File: config.mk
export PLATFORM = sky130hd
export DESIGN_NAME = fetch_frontend
export DESIGN_NICKNAME = d
export VERILOG_FILES = /design/src/logic/fetch_pkg.sv /design/src/logic/fetch_frontend.sv /design/src/logic/fetch_pc.sv /design/src/logic/fetch_stall_hold.sv /design/src/logic/insn_decode.sv /design/src/logic/insn_rom.sv
export SDC_FILE = /design/constraint.sdc
export NUM_CORES = 1
export LEC_CHECK = 0
export ABC_AREA = 1
export BUFFER_PORTS_ARGS = -buffer_cell sky130_fd_sc_hd__buf_2
export CAP_MARGIN = 40
export CORE_AREA = 2 2 191 193
export DETAILED_ROUTE_END_ITERATION = 6
export DIE_AREA = 0 0 193 195
export PLACE_DENSITY = 0.84
export SYNTH_ARGS = -nofsm -noshare
export SYNTH_HDL_FRONTEND = slang
export SYNTH_SLANG_ARGS = --single-unit
File: constraint.sdc
create_clock -name clk -period 18.8 [get_ports clk]
set_input_delay 0 -clock clk [delete_from_list [all_inputs] [get_ports clk]]
set_output_delay 0 -clock clk [all_outputs]
set_load 0.1 [all_outputs]
File: src/logic/fetch_pkg.sv
// Shared definitions for the fetch front end.
// Widths, reset PC, ROM latency and content constant,
// and the instruction word with its two decode views.
`default_nettype none

package fetch_pkg;

  localparam int xlen = 32; // Data and address width.
  localparam logic [xlen-1:0] reset_pc = 32'h0000_1000;
  localparam int rom_latency = 2; // Request to data, in cycles.

  // Opcode bit that marks the immediate format.
  localparam int op_imm_bit = 5;

  localparam logic [xlen-1:0] rom_mix = 32'h9e37_79b9; // ROM content multiplier.

  // Register format.
  typedef struct packed {
    logic [6:0] funct7;
    logic [4:0] rs2;
    logic [4:0] rs1;
    logic [2:0] funct3;
    logic [4:0] rd;
    logic [6:0] opcode;
  } insn_r_t;

  // Immediate format.
  typedef struct packed {
    logic [11:0] imm12;
    logic [4:0]  rs1;
    logic [2:0]  funct3;
    logic [4:0]  rd;
    logic [6:0]  opcode;
  } insn_i_t;

  typedef union packed {
    insn_r_t r;
    insn_i_t i;
  } insn_t;

endpackage

`default_nettype wire

File: src/logic/fetch_frontend.sv
// Fetch front end top level.
// Counter, ROM, stall capture and decoder, plus the stall term.
`timescale 1ns/1ps
`default_nettype none

module fetch_frontend (
  input  logic                       clk,
  input  logic                       rst,
  input  logic                       redirect,
  input  logic [fetch_pkg::xlen-1:0] redirect_pc,
  input  logic                       out_ready,
  output logic                       out_valid,
  output logic [fetch_pkg::xlen-1:0] out_pc,
  output logic [6:0]                 out_opcode,
  output logic [4:0]                 out_rd,
  output logic [4:0]                 out_rs1,
  output logic [fetch_pkg::xlen-1:0] out_operand,
  output logic                       out_is_imm
);

  logic                       stall;
  logic [fetch_pkg::xlen-1:0] fetch_addr;
  logic                       fetch_req;
  logic                       rom_valid;
  logic [fetch_pkg::xlen-1:0] rom_addr;
  fetch_pkg::insn_t           rom_data;
  logic                       hold_valid;
  logic [fetch_pkg::xlen-1:0] hold_addr;
  fetch_pkg::insn_t           hold_data;

  // Consumer holding a presented word stalls the whole front end.
  assign stall = out_valid & ~out_ready;

  fetch_pc u_fetch_pc (
    .clk         (clk),
    .rst         (rst),
    .stall       (stall),
    .redirect    (redirect),
    .redirect_pc (redirect_pc),
    .fetch_addr  (fetch_addr),
    .fetch_req   (fetch_req)
  );

  insn_rom u_insn_rom (
    .clk        (clk),
    .rst        (rst),
    .flush      (redirect),
    .fetch_req  (fetch_req),
    .fetch_addr (fetch_addr),
    .rom_valid  (rom_valid),
    .rom_addr   (rom_addr),
    .rom_data   (rom_data)
  );

  fetch_stall_hold u_fetch_stall_hold (
    .clk        (clk),
    .rst        (rst),
    .flush      (redirect),
    .stall      (stall),
    .rom_valid  (rom_valid),
    .rom_addr   (rom_addr),
    .rom_data   (rom_data),
    .hold_valid (hold_valid),
    .hold_addr  (hold_addr),
    .hold_data  (hold_data)
  );

  insn_decode u_insn_decode (
    .clk         (clk),
    .rst         (rst),
    .flush       (redirect),
    .stall       (stall),
    .hold_valid  (hold_valid),
    .hold_addr   (hold_addr),
    .hold_data   (hold_data),
    .out_valid   (out_valid),
    .out_pc      (out_pc),
    .out_opcode  (out_opcode),
    .out_rd      (out_rd),
    .out_rs1     (out_rs1),
    .out_operand (out_operand),
    .out_is_imm  (out_is_imm)
  );

endmodule

`default_nettype wire

File: src/logic/fetch_pc.sv
// Fetch program counter.
// Issues one request per unstalled cycle, steps by four,
// loads the redirect target on a flush.
`timescale 1ns/1ps
`default_nettype none

module fetch_pc (
  input  logic                       clk,
  input  logic                       rst,
  input  logic                       stall,
  input  logic                       redirect,
  input  logic [fetch_pkg::xlen-1:0] redirect_pc,
  output logic [fetch_pkg::xlen-1:0] fetch_addr,
  output logic                       fetch_req
);

  logic run; // Low until the first cycle after reset.

  // No request while stalled or while the target is being loaded.
  assign fetch_req = run & ~stall & ~redirect;

  always_ff @(posedge clk) begin
    if (rst) begin
      run        <= 1'b0;
      fetch_addr <= fetch_pkg::reset_pc;
    end else begin
      run <= 1'b1;
      if (redirect) begin
        fetch_addr <= redirect_pc; // Flush wins over stall.
      end else if (fetch_req) begin
        fetch_addr <= fetch_addr + 32'd4;
      end
    end
  end

endmodule

`default_nettype wire

File: src/logic/fetch_stall_hold.sv
// Stall capture for fetch words still in flight.
// Two slots with one-hot position tags catch ROM words during
// a stall and replay them oldest first before the bypass path.
`timescale 1ns/1ps
`default_nettype none

module fetch_stall_hold (
  input  logic                       clk,
  input  logic                       rst,
  input  logic                       flush,
  input  logic                       stall,
  input  logic                       rom_valid,
  input  logic [fetch_pkg::xlen-1:0] rom_addr,
  input  fetch_pkg::insn_t           rom_data,
  output logic                       hold_valid,
  output logic [fetch_pkg::xlen-1:0] hold_addr,
  output fetch_pkg::insn_t           hold_data
);

  // Tag: 001 free, 010 queued behind the other slot, 100 oldest.
  logic [2:0]                 tag       [2];
  logic [fetch_pkg::xlen-1:0] slot_addr [2];
  fetch_pkg::insn_t           slot_data [2];

  logic       any_held;
  logic       old_sel;
  logic       push;
  logic       pop;
  logic [1:0] fill;

  assign any_held = tag[0][2] | tag[1][2]; // An oldest slot exists.
  assign old_sel  = tag[1][2];

  // Oldest slot leaves when the decoder takes it.
  assign pop  = any_held & ~stall;
  // A ROM word is caught unless it can go straight through.
  assign push = rom_valid & (stall | any_held);

  // First free slot takes the arriving word.
  assign fill[0] = push & tag[0][0];
  assign fill[1] = push & tag[1][0] & ~tag[0][0];

  assign hold_valid = any_held | rom_valid;
  assign hold_addr  = any_held ? slot_addr[old_sel] : rom_addr;
  assign hold_data  = any_held ? slot_data[old_sel] : rom_data;

  always_ff @(posedge clk) begin
    if (rst || flush) begin
      tag[0] <= 3'b001;
      tag[1] <= 3'b001;
    end else begin
      for (int i = 0; i < 2; i++) begin
        if (fill[i]) begin
          // Queued if an older word stays behind this cycle.
          tag[i] <= (any_held && !pop) ? 3'b010 : 3'b100;
        end else if (pop && !tag[i][0]) begin
          tag[i] <= {tag[i][1:0], tag[i][2]}; // 100 frees, 010 moves up.
        end
      end
    end
  end

  always_ff @(posedge clk) begin
    for (int i = 0; i < 2; i++) begin
      if (fill[i]) begin
        slot_addr[i] <= rom_addr;
        slot_data[i] <= rom_data;
      end
    end
  end

endmodule

`default_nettype wire

File: src/logic/insn_decode.sv
// Instruction decoder and output register.
// Picks the register or immediate view of the word and builds
// the operand; outputs hold while the consumer stalls.
`timescale 1ns/1ps
`default_nettype none

module insn_decode (
  input  logic                       clk,
  input  logic                       rst,
  input  logic                       flush,
  input  logic                       stall,
  input  logic                       hold_valid,
  input  logic [fetch_pkg::xlen-1:0] hold_addr,
  input  fetch_pkg::insn_t           hold_data,
  output logic                       out_valid,
  output logic [fetch_pkg::xlen-1:0] out_pc,
  output logic [6:0]                 out_opcode,
  output logic [4:0]                 out_rd,
  output logic [4:0]                 out_rs1,
  output logic [fetch_pkg::xlen-1:0] out_operand,
  output logic                       out_is_imm
);

  logic                       is_imm;
  logic [fetch_pkg::xlen-1:0] operand;

  assign is_imm = hold_data.i.opcode[fetch_pkg::op_imm_bit];

  // Sign-extended immediate, or funct7 and rs2 zero-extended.
  assign operand = is_imm ?
    {{(fetch_pkg::xlen-12){hold_data.i.imm12[11]}}, hold_data.i.imm12} :
    {{(fetch_pkg::xlen-12){1'b0}}, hold_data.r.funct7, hold_data.r.rs2};

  always_ff @(posedge clk) begin
    if (rst || flush) begin
      out_valid <= 1'b0;
    end else if (!stall) begin
      out_valid <= hold_valid;
    end
  end

  always_ff @(posedge clk) begin
    if (!stall && hold_valid) begin
      out_pc      <= hold_addr;
      out_opcode  <= hold_data.r.opcode; // Same place in both views.
      out_rd      <= hold_data.r.rd;
      out_rs1     <= hold_data.r.rs1;
      out_operand <= operand;
      out_is_imm  <= is_imm;
    end
  end

endmodule

`default_nettype wire

File: src/logic/insn_rom.sv
// Pipelined read-only instruction memory.
// Word at an address is the address times a constant,
// rotated left by the word index bits.
`timescale 1ns/1ps
`default_nettype none

module insn_rom (
  input  logic                       clk,
  input  logic                       rst,
  input  logic                       flush,
  input  logic                       fetch_req,
  input  logic [fetch_pkg::xlen-1:0] fetch_addr,
  output logic                       rom_valid,
  output logic [fetch_pkg::xlen-1:0] rom_addr,
  output fetch_pkg::insn_t           rom_data
);

  logic [fetch_pkg::rom_latency-1:0] vld;
  logic [fetch_pkg::xlen-1:0]        addr_q [fetch_pkg::rom_latency];
  fetch_pkg::insn_t                  word_q;

  function automatic logic [fetch_pkg::xlen-1:0] mix_word(
    input logic [fetch_pkg::xlen-1:0] a
  );
    logic [fetch_pkg::xlen-1:0]   prod;
    logic [2*fetch_pkg::xlen-1:0] twice;
    prod  = a * fetch_pkg::rom_mix;
    twice = {prod, prod} << a[6:2]; // Upper half is the rotate.
    return twice[2*fetch_pkg::xlen-1:fetch_pkg::xlen];
  endfunction

  // Valid bits march with the request; a flush empties the pipe.
  always_ff @(posedge clk) begin
    if (rst || flush) begin
      vld <= '0;
    end else begin
      vld <= {vld[fetch_pkg::rom_latency-2:0], fetch_req};
    end
  end

  always_ff @(posedge clk) begin
    addr_q[0] <= fetch_addr;
    for (int i = 1; i < fetch_pkg::rom_latency; i++) begin
      addr_q[i] <= addr_q[i-1];
    end
    word_q <= mix_word(addr_q[fetch_pkg::rom_latency-2]); // Last stage reads.
  end

  assign rom_valid = vld[fetch_pkg::rom_latency-1];
  assign rom_addr  = addr_q[fetch_pkg::rom_latency-1];
  assign rom_data  = word_q;

endmodule

`default_nettype wire

# After elaboration in Yosys (flattened, before gate mapping)
# Memories as Yosys holds them, arrays and structs flattened.
# Index checks and enable logic that the tools add are counted.
# totals
ff_bits,131
ramBits,198
inputBits,36
out_inout_bits,83
elab_cells,84
memories,4
# classes
n_addsub,1
n_mul,1
shifts,1
mux,34
n_bitwise,19
n_reduce_logical,12
# mem_list
name,words,width,read_ports,rd_ports_with_merged_regs,wr,line_no,source
u_fetch_stall_hold.slot_addr,2,32,1,0,1,fetch_stall_hold.sv:22,logic [fetch_pkg::xlen-1:0] slot_addr [2];
u_fetch_stall_hold.slot_data,2,32,1,0,1,fetch_stall_hold.sv:23,fetch_pkg::insn_t slot_data [2];
u_insn_rom.addr_q,2,32,2,0,2,insn_rom.sv:19,logic [fetch_pkg::xlen-1:0] addr_q [fetch_pkg::rom_latency];
u_fetch_stall_hold.tag,2,3,2,0,2,fetch_stall_hold.sv:21,logic [2:0] tag [2];
# op_table
cell,n
2-to-1 mux 32 bit,6
OR reduction 32 bit,2
<< shifter 64 x 5 -> 64 bit,1
adder 32 x 3 -> 32 bit (second input constant),1
multiplier 32 x 32 -> 32 bit (second input constant),1
2-to-1 mux 1 bit,23
2-to-1 mux 3 bit,5
AND 1 bit,8
bitwise OR 1 bit,7
logical AND 1 bit,4
zero test 1 bit,4
NOT 1 bit,4
nonzero test 2 bit,1
logical OR 1 bit,1

# Logic depth before layout (Yosys ltp)
# Gate-level depths: netlist of the first run.
# logic_depth
word_depth,11
mapped_depth,35
ltp_nobuf,35

# Cells and area by module
# A second synthesis of the first run with hierarchy kept.
# hier_totals
cells_unflattened,2552
hier_area_um2,24034.3
# modules_own_cells
mod,instances,cells_each,area_each_um2,seq_area_each_um2
insn_rom,1,1641,14272.4,1961.9
fetch_stall_hold,1,457,5464.0,4023.9
fetch_pc,1,359,2210.9,660.6
insn_decode,1,93,2077.0,1881.8
fetch_frontend,1,2,10.0,0.0

# Worst setup path after synthesis of the first run
# No wires, ideal clock.
# synth_path
path_kind,reg2reg
start,memory u_insn_rom.addr_q[0][4] in the netlist's numbering
end,register u_insn_rom.word_q (netlist bit u_insn_rom.rom_data[4])
setup_ns,0.115
arrival_time_ns,6.873
required_ns,18.685
slack_ns,11.812
stages_incl_launch_ff,32
path_buffers,2
period_less_slack_ns,6.988
cell_sequence,dfxtp_1 -> clkbuf_1 -> clkinv_1 -> clkbuf_1 -> fa_1 -> inv_1 -> fa_1 -> fa_1 -> inv_1 -> fa_1 -> inv_1 -> fa_1 -> inv_1 -> fa_1 -> inv_1 -> fa_1 -> fa_1 -> ha_1 -> nand2_1 -> nor2_1 -> nand4_1 -> inv_1 -> nand2_1 -> nand3_1 -> a21oi_1 -> or2_2 -> nand3_1 -> nand3_1 -> nand3_1 -> nand3_1 -> nand3_1 -> nand2_1
# synth_lines
element,line_no,source
from (decl),insn_rom.sv:19,
to (signal assigned),insn_rom.sv:46,word_q <= mix_word(addr_q[fetch_pkg::rom_latency-2]);
to (decl),insn_rom.sv:20,fetch_pkg::insn_t word_q;

==> impl_results.md, run 1 <==
* Status: finished, final reports clean
* GRT Total Usage at 0.356
* Cell Area, Synth at 22,800 µm²
* GP Congestion at 1.01
* CP Capture Type: flop
* DRT Pass-1 Iters at 6
* Via density per instance at 5.99
* Gr ovfl total at 0
* Post-Syn Nets at 2,819
* Min cycle time layout at 7.92 ns
* Hold WC Path Type: in -> reg
* Cell Rows at 69
* Kind of critical path: reg -> reg
* Synth cell types at 43
* Fin nets at 2,961
* Gate count after technology mapping at 2,351
* Clock latency on the worst-skew pair at 0.58 ns
* Longest Clk Path Bufs at 3
* Initial antenna violation count at 1
* Reg2reg end: u_insn_rom.rom_data[16]
* Starting density of the core at 0.644
* R2R setup slack at 10.88 ns
* Root buf cell: clkbuf_16
* Sequential element share of the synthesized area at 0.363
* Async S/R FF share, synth at 0
* Final setup margin at 10.88 ns
* DR DRC count at 0
* Finished Layout Cells at 2,981
* First-pass GRT wire length at 102 mm
* Post-synth EDFFs at 190
* Vias in the first global route at 18,600
* ANT nets after route at 0
* Crit-path most repeated cell: fa_1
* Final Cycle Share at 0.421
* HPWL Detailed at 47.7 mm
* Capture point of the critical path: u_insn_rom.rom_data[16]
* RSZ-0062 raised after global routing: no
* Die width at 193 µm
* Vias at 17,900
* Share of cells above drive strength 1 at 0.0898
* Fmax at 0.126 GHz
* R2R cell count at 29
* Hold slack at 0.0370 ns
* Die ar. at 37,600 µm²
* Area Overhead vs Synth at 11.6%
* Setup slack after placement at 10.92 ns
* Post-Place Cells at 2,858
* Worst Path Required at 19.26 ns
* Post-Route WL at 64.9 mm
* Die H at 195 µm
* Final-report setup violation count at 0
* H-tree Lvls at 1
* Yosys warning count at 0
* Max-Cap Viols at 0
* Clk slew on worst S/H paths at 0.07 ns
* Worst path slowest cell: fa_1
* Clock Sinks at 319
* Worst EP arrival at 8.38 ns
* TritonCTS Buffers at 30
* Fin Clk Skew at 0.0139 ns
* Flops & latches, synth at 319
* Slew Limit Fails at 0
* Critical Path Source: u_insn_rom.addr_q[0][4]
* Fin. Hold Viols at 0
* TritonCTS clock tree: built
* Fill cells at 2,407
* Worst Path Max Fanout at 43
* Prevailing post-synth register cell: edfxtp_1
* Largest net degree at the start of global routing at 68
* Reg2reg start: u_insn_rom.addr_q[0][4]
* Setup TNS Final at 0 ns
* # Post-CTS Setup Buffers at 0
* Port Buffer Count at 118
* Slew margin rel. at 0.421
* 1st-iter DRT viols at 1,920
* Drt wl/cell at 21.8 µm
* Startpoint Class: flop
* Mapped Avg Cell Area at 9.70 µm²
* Slowest stage delay, CP at 0.64 ns
* Core ar. at 35,400 µm²
* I/O pin cnt at 119
* Worst-Margin Slew at 0.867 ns
[cell usage after synthesis, types with 26 or more instances]
cell        n  area share
nand2_1   408       0.067
inv_1     384       0.063
nand3_1   360       0.079
fa_1      229        0.20
ha_1      203        0.11
edfxtp_1  190        0.25
dfxtp_1   129        0.11
nor2_1     66       0.011
clkbuf_1   49      0.0081
o21ai_0    47       0.010
a21oi_1    44      0.0097
xor2_1     35       0.013
o211ai_1   26      0.0086
[cells in the final DEF (no fill, tap or decap), types with 8 or more instances in the layout]
master / count
a21oi_1: 43
clkinv_2: 8
ha_1: 203
inv_1: 384
xnor2_1: 17
xor2_1: 35
dlygate4sd3_1: 64
buf_4: 17
edfxtp_1: 190
nand4_1: 11
nand2_1: 408
a31oi_1: 20
or2_2: 13
nand3b_1: 10
o211ai_1: 26
dfxtp_1: 129
fa_1: 229
nor2_1: 63
clkbuf_16: 30
nand3_1: 360
o21ai_0: 47
buf_2: 118
nor3_1: 18
[critical path: cells and delay by family, from the launching register on]
kind | cells | cell delay [ns]
AO/OA/AOI/OAI | 1 | 0.12
adder cells (fa/ha/maj) | 9 | 4.28
buffers and inverters | 8 | 1.21
flip-flops | 1 | 0.31
AND/OR/NAND/NOR | 11 | 1.89
[flip-flops by register name (all words and copies together) (netlist names)]
signal                        count
u_insn_decode.out_valid           1
u_insn_decode.out_opcode          7
u_insn_decode.out_rd              5
u_fetch_stall_hold.tag            6
u_insn_rom.addr_q                64
u_fetch_pc.fetch_addr            32
u_insn_decode.out_rs1             5
u_insn_decode.out_operand        13
u_insn_rom.rom_data              29
u_fetch_stall_hold.slot_data     58
u_insn_rom.vld                    2
u_fetch_stall_hold.slot_addr     64
u_fetch_pc.run                    1
u_insn_decode.out_pc             32
[worst min-delay path by stage]
stage,startpoint,depth (start not counted),endpoint,slack (ns)
global route,rst,2,u_fetch_pc.fetch_addr[22],0.06
detailed placement,redirect_pc[1],3,u_fetch_pc.fetch_addr[1],0.24
global placement,redirect_pc[1],3,u_fetch_pc.fetch_addr[1],0.22
floorplan,redirect_pc[0],2,u_fetch_pc.fetch_addr[0],0.13
CTS,redirect,3,u_fetch_pc.fetch_addr[3],0.01
finish,rst,2,u_fetch_pc.fetch_addr[22],0.04
[cells by family (layout without fill, tap and decap cells)]
logic type      count (synthesis)  count (layout)  share of synthesized area
other cells                     0               3                          0
mux                             3               3                    0.00132
compound gates                155             155                     0.0394
buf+inv                       480             646                     0.0827
xor+xnor                       53              53                     0.0207
fa+ha+maj                     432             432                      0.312
flops                         319             319                      0.363
simple gates                  909             909                      0.180
[cell type report]
type / count / area (µm²) / area share
clock buffer: 37 / 787 / 0.0309
timing repair buffer: 202 / 1430 / 0.0560
antenna: 3 / 7.51 / 0.000295
sequential: 319 / 8290 / 0.326
clock inverter: 19 / 245 / 0.00964
multi-input combinational: 1552 / 12700 / 0.498
tap: 461 / 577 / 0.0227
inverter: 388 / 1460 / 0.0572
[routing by layer]
layer | GRT usage | share of wire | wire length (µm) | up-vias
met5 | 0 | 0 | 0 | -
met4 | 0.148 | 0.047 | 3070 | 0
met3 | 0.0676 | 0.088 | 5720 | 210
met2 | 0.595 | 0.49 | 31800 | 1048
met1 | 0.454 | 0.37 | 24300 | 8630
li1 | - | - | - | 7970
[what timing repair did]
action	in CTS	in global routing
setup endpoints to repair	0	0
gates resized for setup	0	0
hold buffers	64	0
endpoints found under the hold margin	33	0
[through the flow]
stage | cell area [µm²] | util
after floorplan | 22800 | -
after global placement | 23700 | 0.670
after detailed placement | 23800 | 0.672
after CTS | 25400 | 0.719
after global routing | 25400 | 0.719
final | 25500 | 0.719
Power of run 1 is left out: the tool's default activity adds up to more than one toggle a clock period on the data nets, which glitch-free logic cannot reach.
==> inputs of run 2 (changes only) <==
--- a/config.mk
+++ b/config.mk
@@ -8,10 +8,10 @@
 export ABC_AREA = 1
 export BUFFER_PORTS_ARGS = -buffer_cell sky130_fd_sc_hd__buf_2
 export CAP_MARGIN = 40
-export CORE_AREA = 2 2 191 193
+export CORE_AREA = 2 2 194 196
 export DETAILED_ROUTE_END_ITERATION = 6
-export DIE_AREA = 0 0 193 195
-export PLACE_DENSITY = 0.84
+export DIE_AREA = 0 0 196 198
+export PLACE_DENSITY = 0.82
 export SYNTH_ARGS = -nofsm -noshare
 export SYNTH_HDL_FRONTEND = slang
 export SYNTH_SLANG_ARGS = --single-unit
==> constraint.sdc (replaced) <==
create_clock -name clk -period 8.1 [get_ports clk]
set_input_delay 0 -clock clk [delete_from_list [all_inputs] [get_ports clk]]
set_output_delay 0 -clock clk [all_outputs]
set_load 0.1 [all_outputs]
==> run 2 against run 1 <==
Fmax grew 5.0%. Critical endpoint is now u_insn_rom.rom_data[18]. Flip-flop and latch count is the same. Final area rose by 0.67%. Die area is 3.1% higher. Register-to-register slack lost 10 ns. Cell count grew 1.0%. Critical path depth fell by 3. Hold slack better by 0.045 ns. Worst setup slack worse by 10 ns.
==> impl_results.md, run 2 (synthesis gave the netlist of run 1 again) <==
* Fill cells at 2,610 (+8.4%)
* Commonest non-fill, non-tap cells in the layout: nand2_1 (408), inv_1 (384), nand3_1 (360)
* Share of cells above drive strength 1 at 0.0926 (+0.00284)
* 1st-iter DRT viols at 1,637 (-15%)
* Worst EP arrival at 8.01 ns (-0.37 ns)
* Post-Route WL at 63.7 mm (-1.9%)
* I/O pin cnt at 119 (unchanged)
* Max-Cap Viols at 0 (unchanged)
* Via density per instance at 5.83 (-2.6%)
* Setup slack after placement at 0.620 ns (-10.30 ns)
* Longest Clk Path Bufs at 3 (unchanged)
* Slowest stage delay, CP at 0.68 ns (+0.04 ns)
* Finished Layout Cells at 3,011 (+1.0%)
* GRT Total Usage at 0.334 (-0.0216)
* DRT Pass-1 Iters at 7 (+1)
* Hold WC Path Type: in -> reg
* CP Capture Type: flop
* Startpoint Class: flop
* Crit-path most repeated cell: fa_1
* Leading cell type in the layout, fill and taps excluded: nand2_1
* Fin. Hold Viols at 0 (unchanged)
* Clock latency on the worst-skew pair at 0.57 ns (about the same)
* Drt wl/cell at 21.1 µm (-2.9%)
* TritonCTS clock tree: built
* Starting density of the core at 0.617 (-0.0272)
* Kind of critical path: reg -> reg
* Layer with the highest usage: met2
* Number of gates resized after cts at 0 (unchanged)
* HPWL Detailed at 47.9 mm (+0.31%)
* Largest net degree at the start of global routing at 68 (unchanged)
* Die ar. at 38,800 µm² (+3.1%)
* Worst Path Max Fanout at 8 (-81%)
* Post-Place Cells at 2,882 (+0.84%)
* Initial antenna violation count at 0 (-1)
* Cell Rows at 71 (+2.9%)
* GP Congestion at 0.995 (-1.2%)
* Vias in the first global route at 18,000 (-3.0%)
* Met1 global-route usage at 0.431 (-0.0226)
* Met2 Resource Use GR at 0.582 (-0.0133)
* Core ar. at 37,000 µm² (+4.4%)
* Clock Sinks at 319 (unchanged)
* Min cycle time layout at 7.55 ns (-0.375 ns)
* Ant. Diodes at 0 (-3)
* H-tree Lvls at 1 (unchanged)
* First-pass GRT wire length at 98.9 mm (-2.8%)
* Slew margin rel. at 0.426 (+0.00449)
* Biggest regs: u_fetch_stall_hold.slot_addr (64), u_insn_rom.addr_q (64), u_fetch_stall_hold.slot_data (58)
* Die H at 198 µm (+1.5%)
* Met3 usage at 0.0366 (-0.0310)
* Final-report setup violation count at 0 (unchanged)
* Port Buffer Count at 118 (unchanged)
* Worst-Margin Slew at 0.861 ns (-0.00555 ns)
* Vias at 17,600 (-1.7%)
* Area Overhead vs Synth at 12.4%
* Fin nets at 2,981 (+0.68%)
* ANT nets after route at 0 (unchanged)
* Die width at 196 µm (+1.6%)
* Gr ovfl total at 0 (unchanged)
* Slew Limit Fails at 0 (unchanged)
* Fmax at 0.133 GHz (+5.0%)
* Worst path slowest cell: dfxtp_1
* Root buf cell: clkbuf_16
* Worst Path Required at 8.56 ns (-10.70 ns)
* Final setup margin at 0.554 ns (-10.33 ns)
* RSZ-0062 raised after global routing: no
* DR DRC count at 0 (unchanged)
* Final Cycle Share at 0.932 (+0.510)
* Setup TNS Final at 0 ns (unchanged)
* Fin Clk Skew at 0.0145 ns (+0.000577 ns)
* TritonCTS Buffers at 30 (unchanged)
* Clk slew on worst S/H paths at 0.07 ns (about the same)
* Status: finished, final reports clean
-- run 2: layout make-up --
type / instances / area (µm²) / share of cell area
Clock inverter: 13 / 195 / 0.00762
Inverter: 388 / 1460 / 0.0568
Clock buffer: 43 / 841 / 0.0328
Tap cell: 474 / 593 / 0.0231
Multi-Input combinational cell: 1552 / 12700 / 0.494
Sequential cell: 319 / 8290 / 0.323
Timing Repair Buffer: 222 / 1580 / 0.0617
-- run 2: per-layer routing --
| metal | vias up | share of wire |
|---|---|---|
| li1 | 8001 | - |
| met1 | 8537 | 0.40 |
| met2 | 849 | 0.49 |
| met3 | 175 | 0.064 |
| met4 | 0 | 0.044 |
| met5 | - | 0 |
-- run 2: critical path, delay by kind of cell (launching register included) --
kind	cells	cell delay (ns)
buf+inv	5	0.57
flops	1	0.68
compound gates	1	0.10
fa+ha+maj	9	4.36
simple gates	11	1.75
-- run 2: path summary, 6_finish.rpt --
path / from / endpoint / slack [ns] / depth (start not counted)
setup reg to reg: u_insn_rom.addr_q[0][15] / u_insn_rom.rom_data[18] / 0.55 / 26
hold / removal: redirect / u_fetch_pc.fetch_addr[1] / 0.08 / 3
setup / recovery: u_insn_rom.addr_q[0][15] / u_insn_rom.rom_data[18] / 0.55 / 26
hold reg to reg: u_insn_rom.addr_q[0][31] / u_insn_rom.addr_q[0][63] / 0.39 / 0
-- run 2: repair_timing --
action                    CTS  global route
setup buffers               0             0
hold buffers               73             0
hold endpoints to repair   35             0
-- run 2: per-stage QoR --
stage | utilization | instance area [µm²] | hold WS, ns
after CTS | 0.693 | 25600 | 0.0496
after detailed placement | 0.646 | 23900 | 0.231
after floorplan | - | 22800 | 0.135
after global routing | 0.693 | 25600 | 0.122
final | 0.693 | 25600 | 0.0823
after global placement | 0.644 | 23800 | 0.223
Power of run 2 is left out for the same reason.
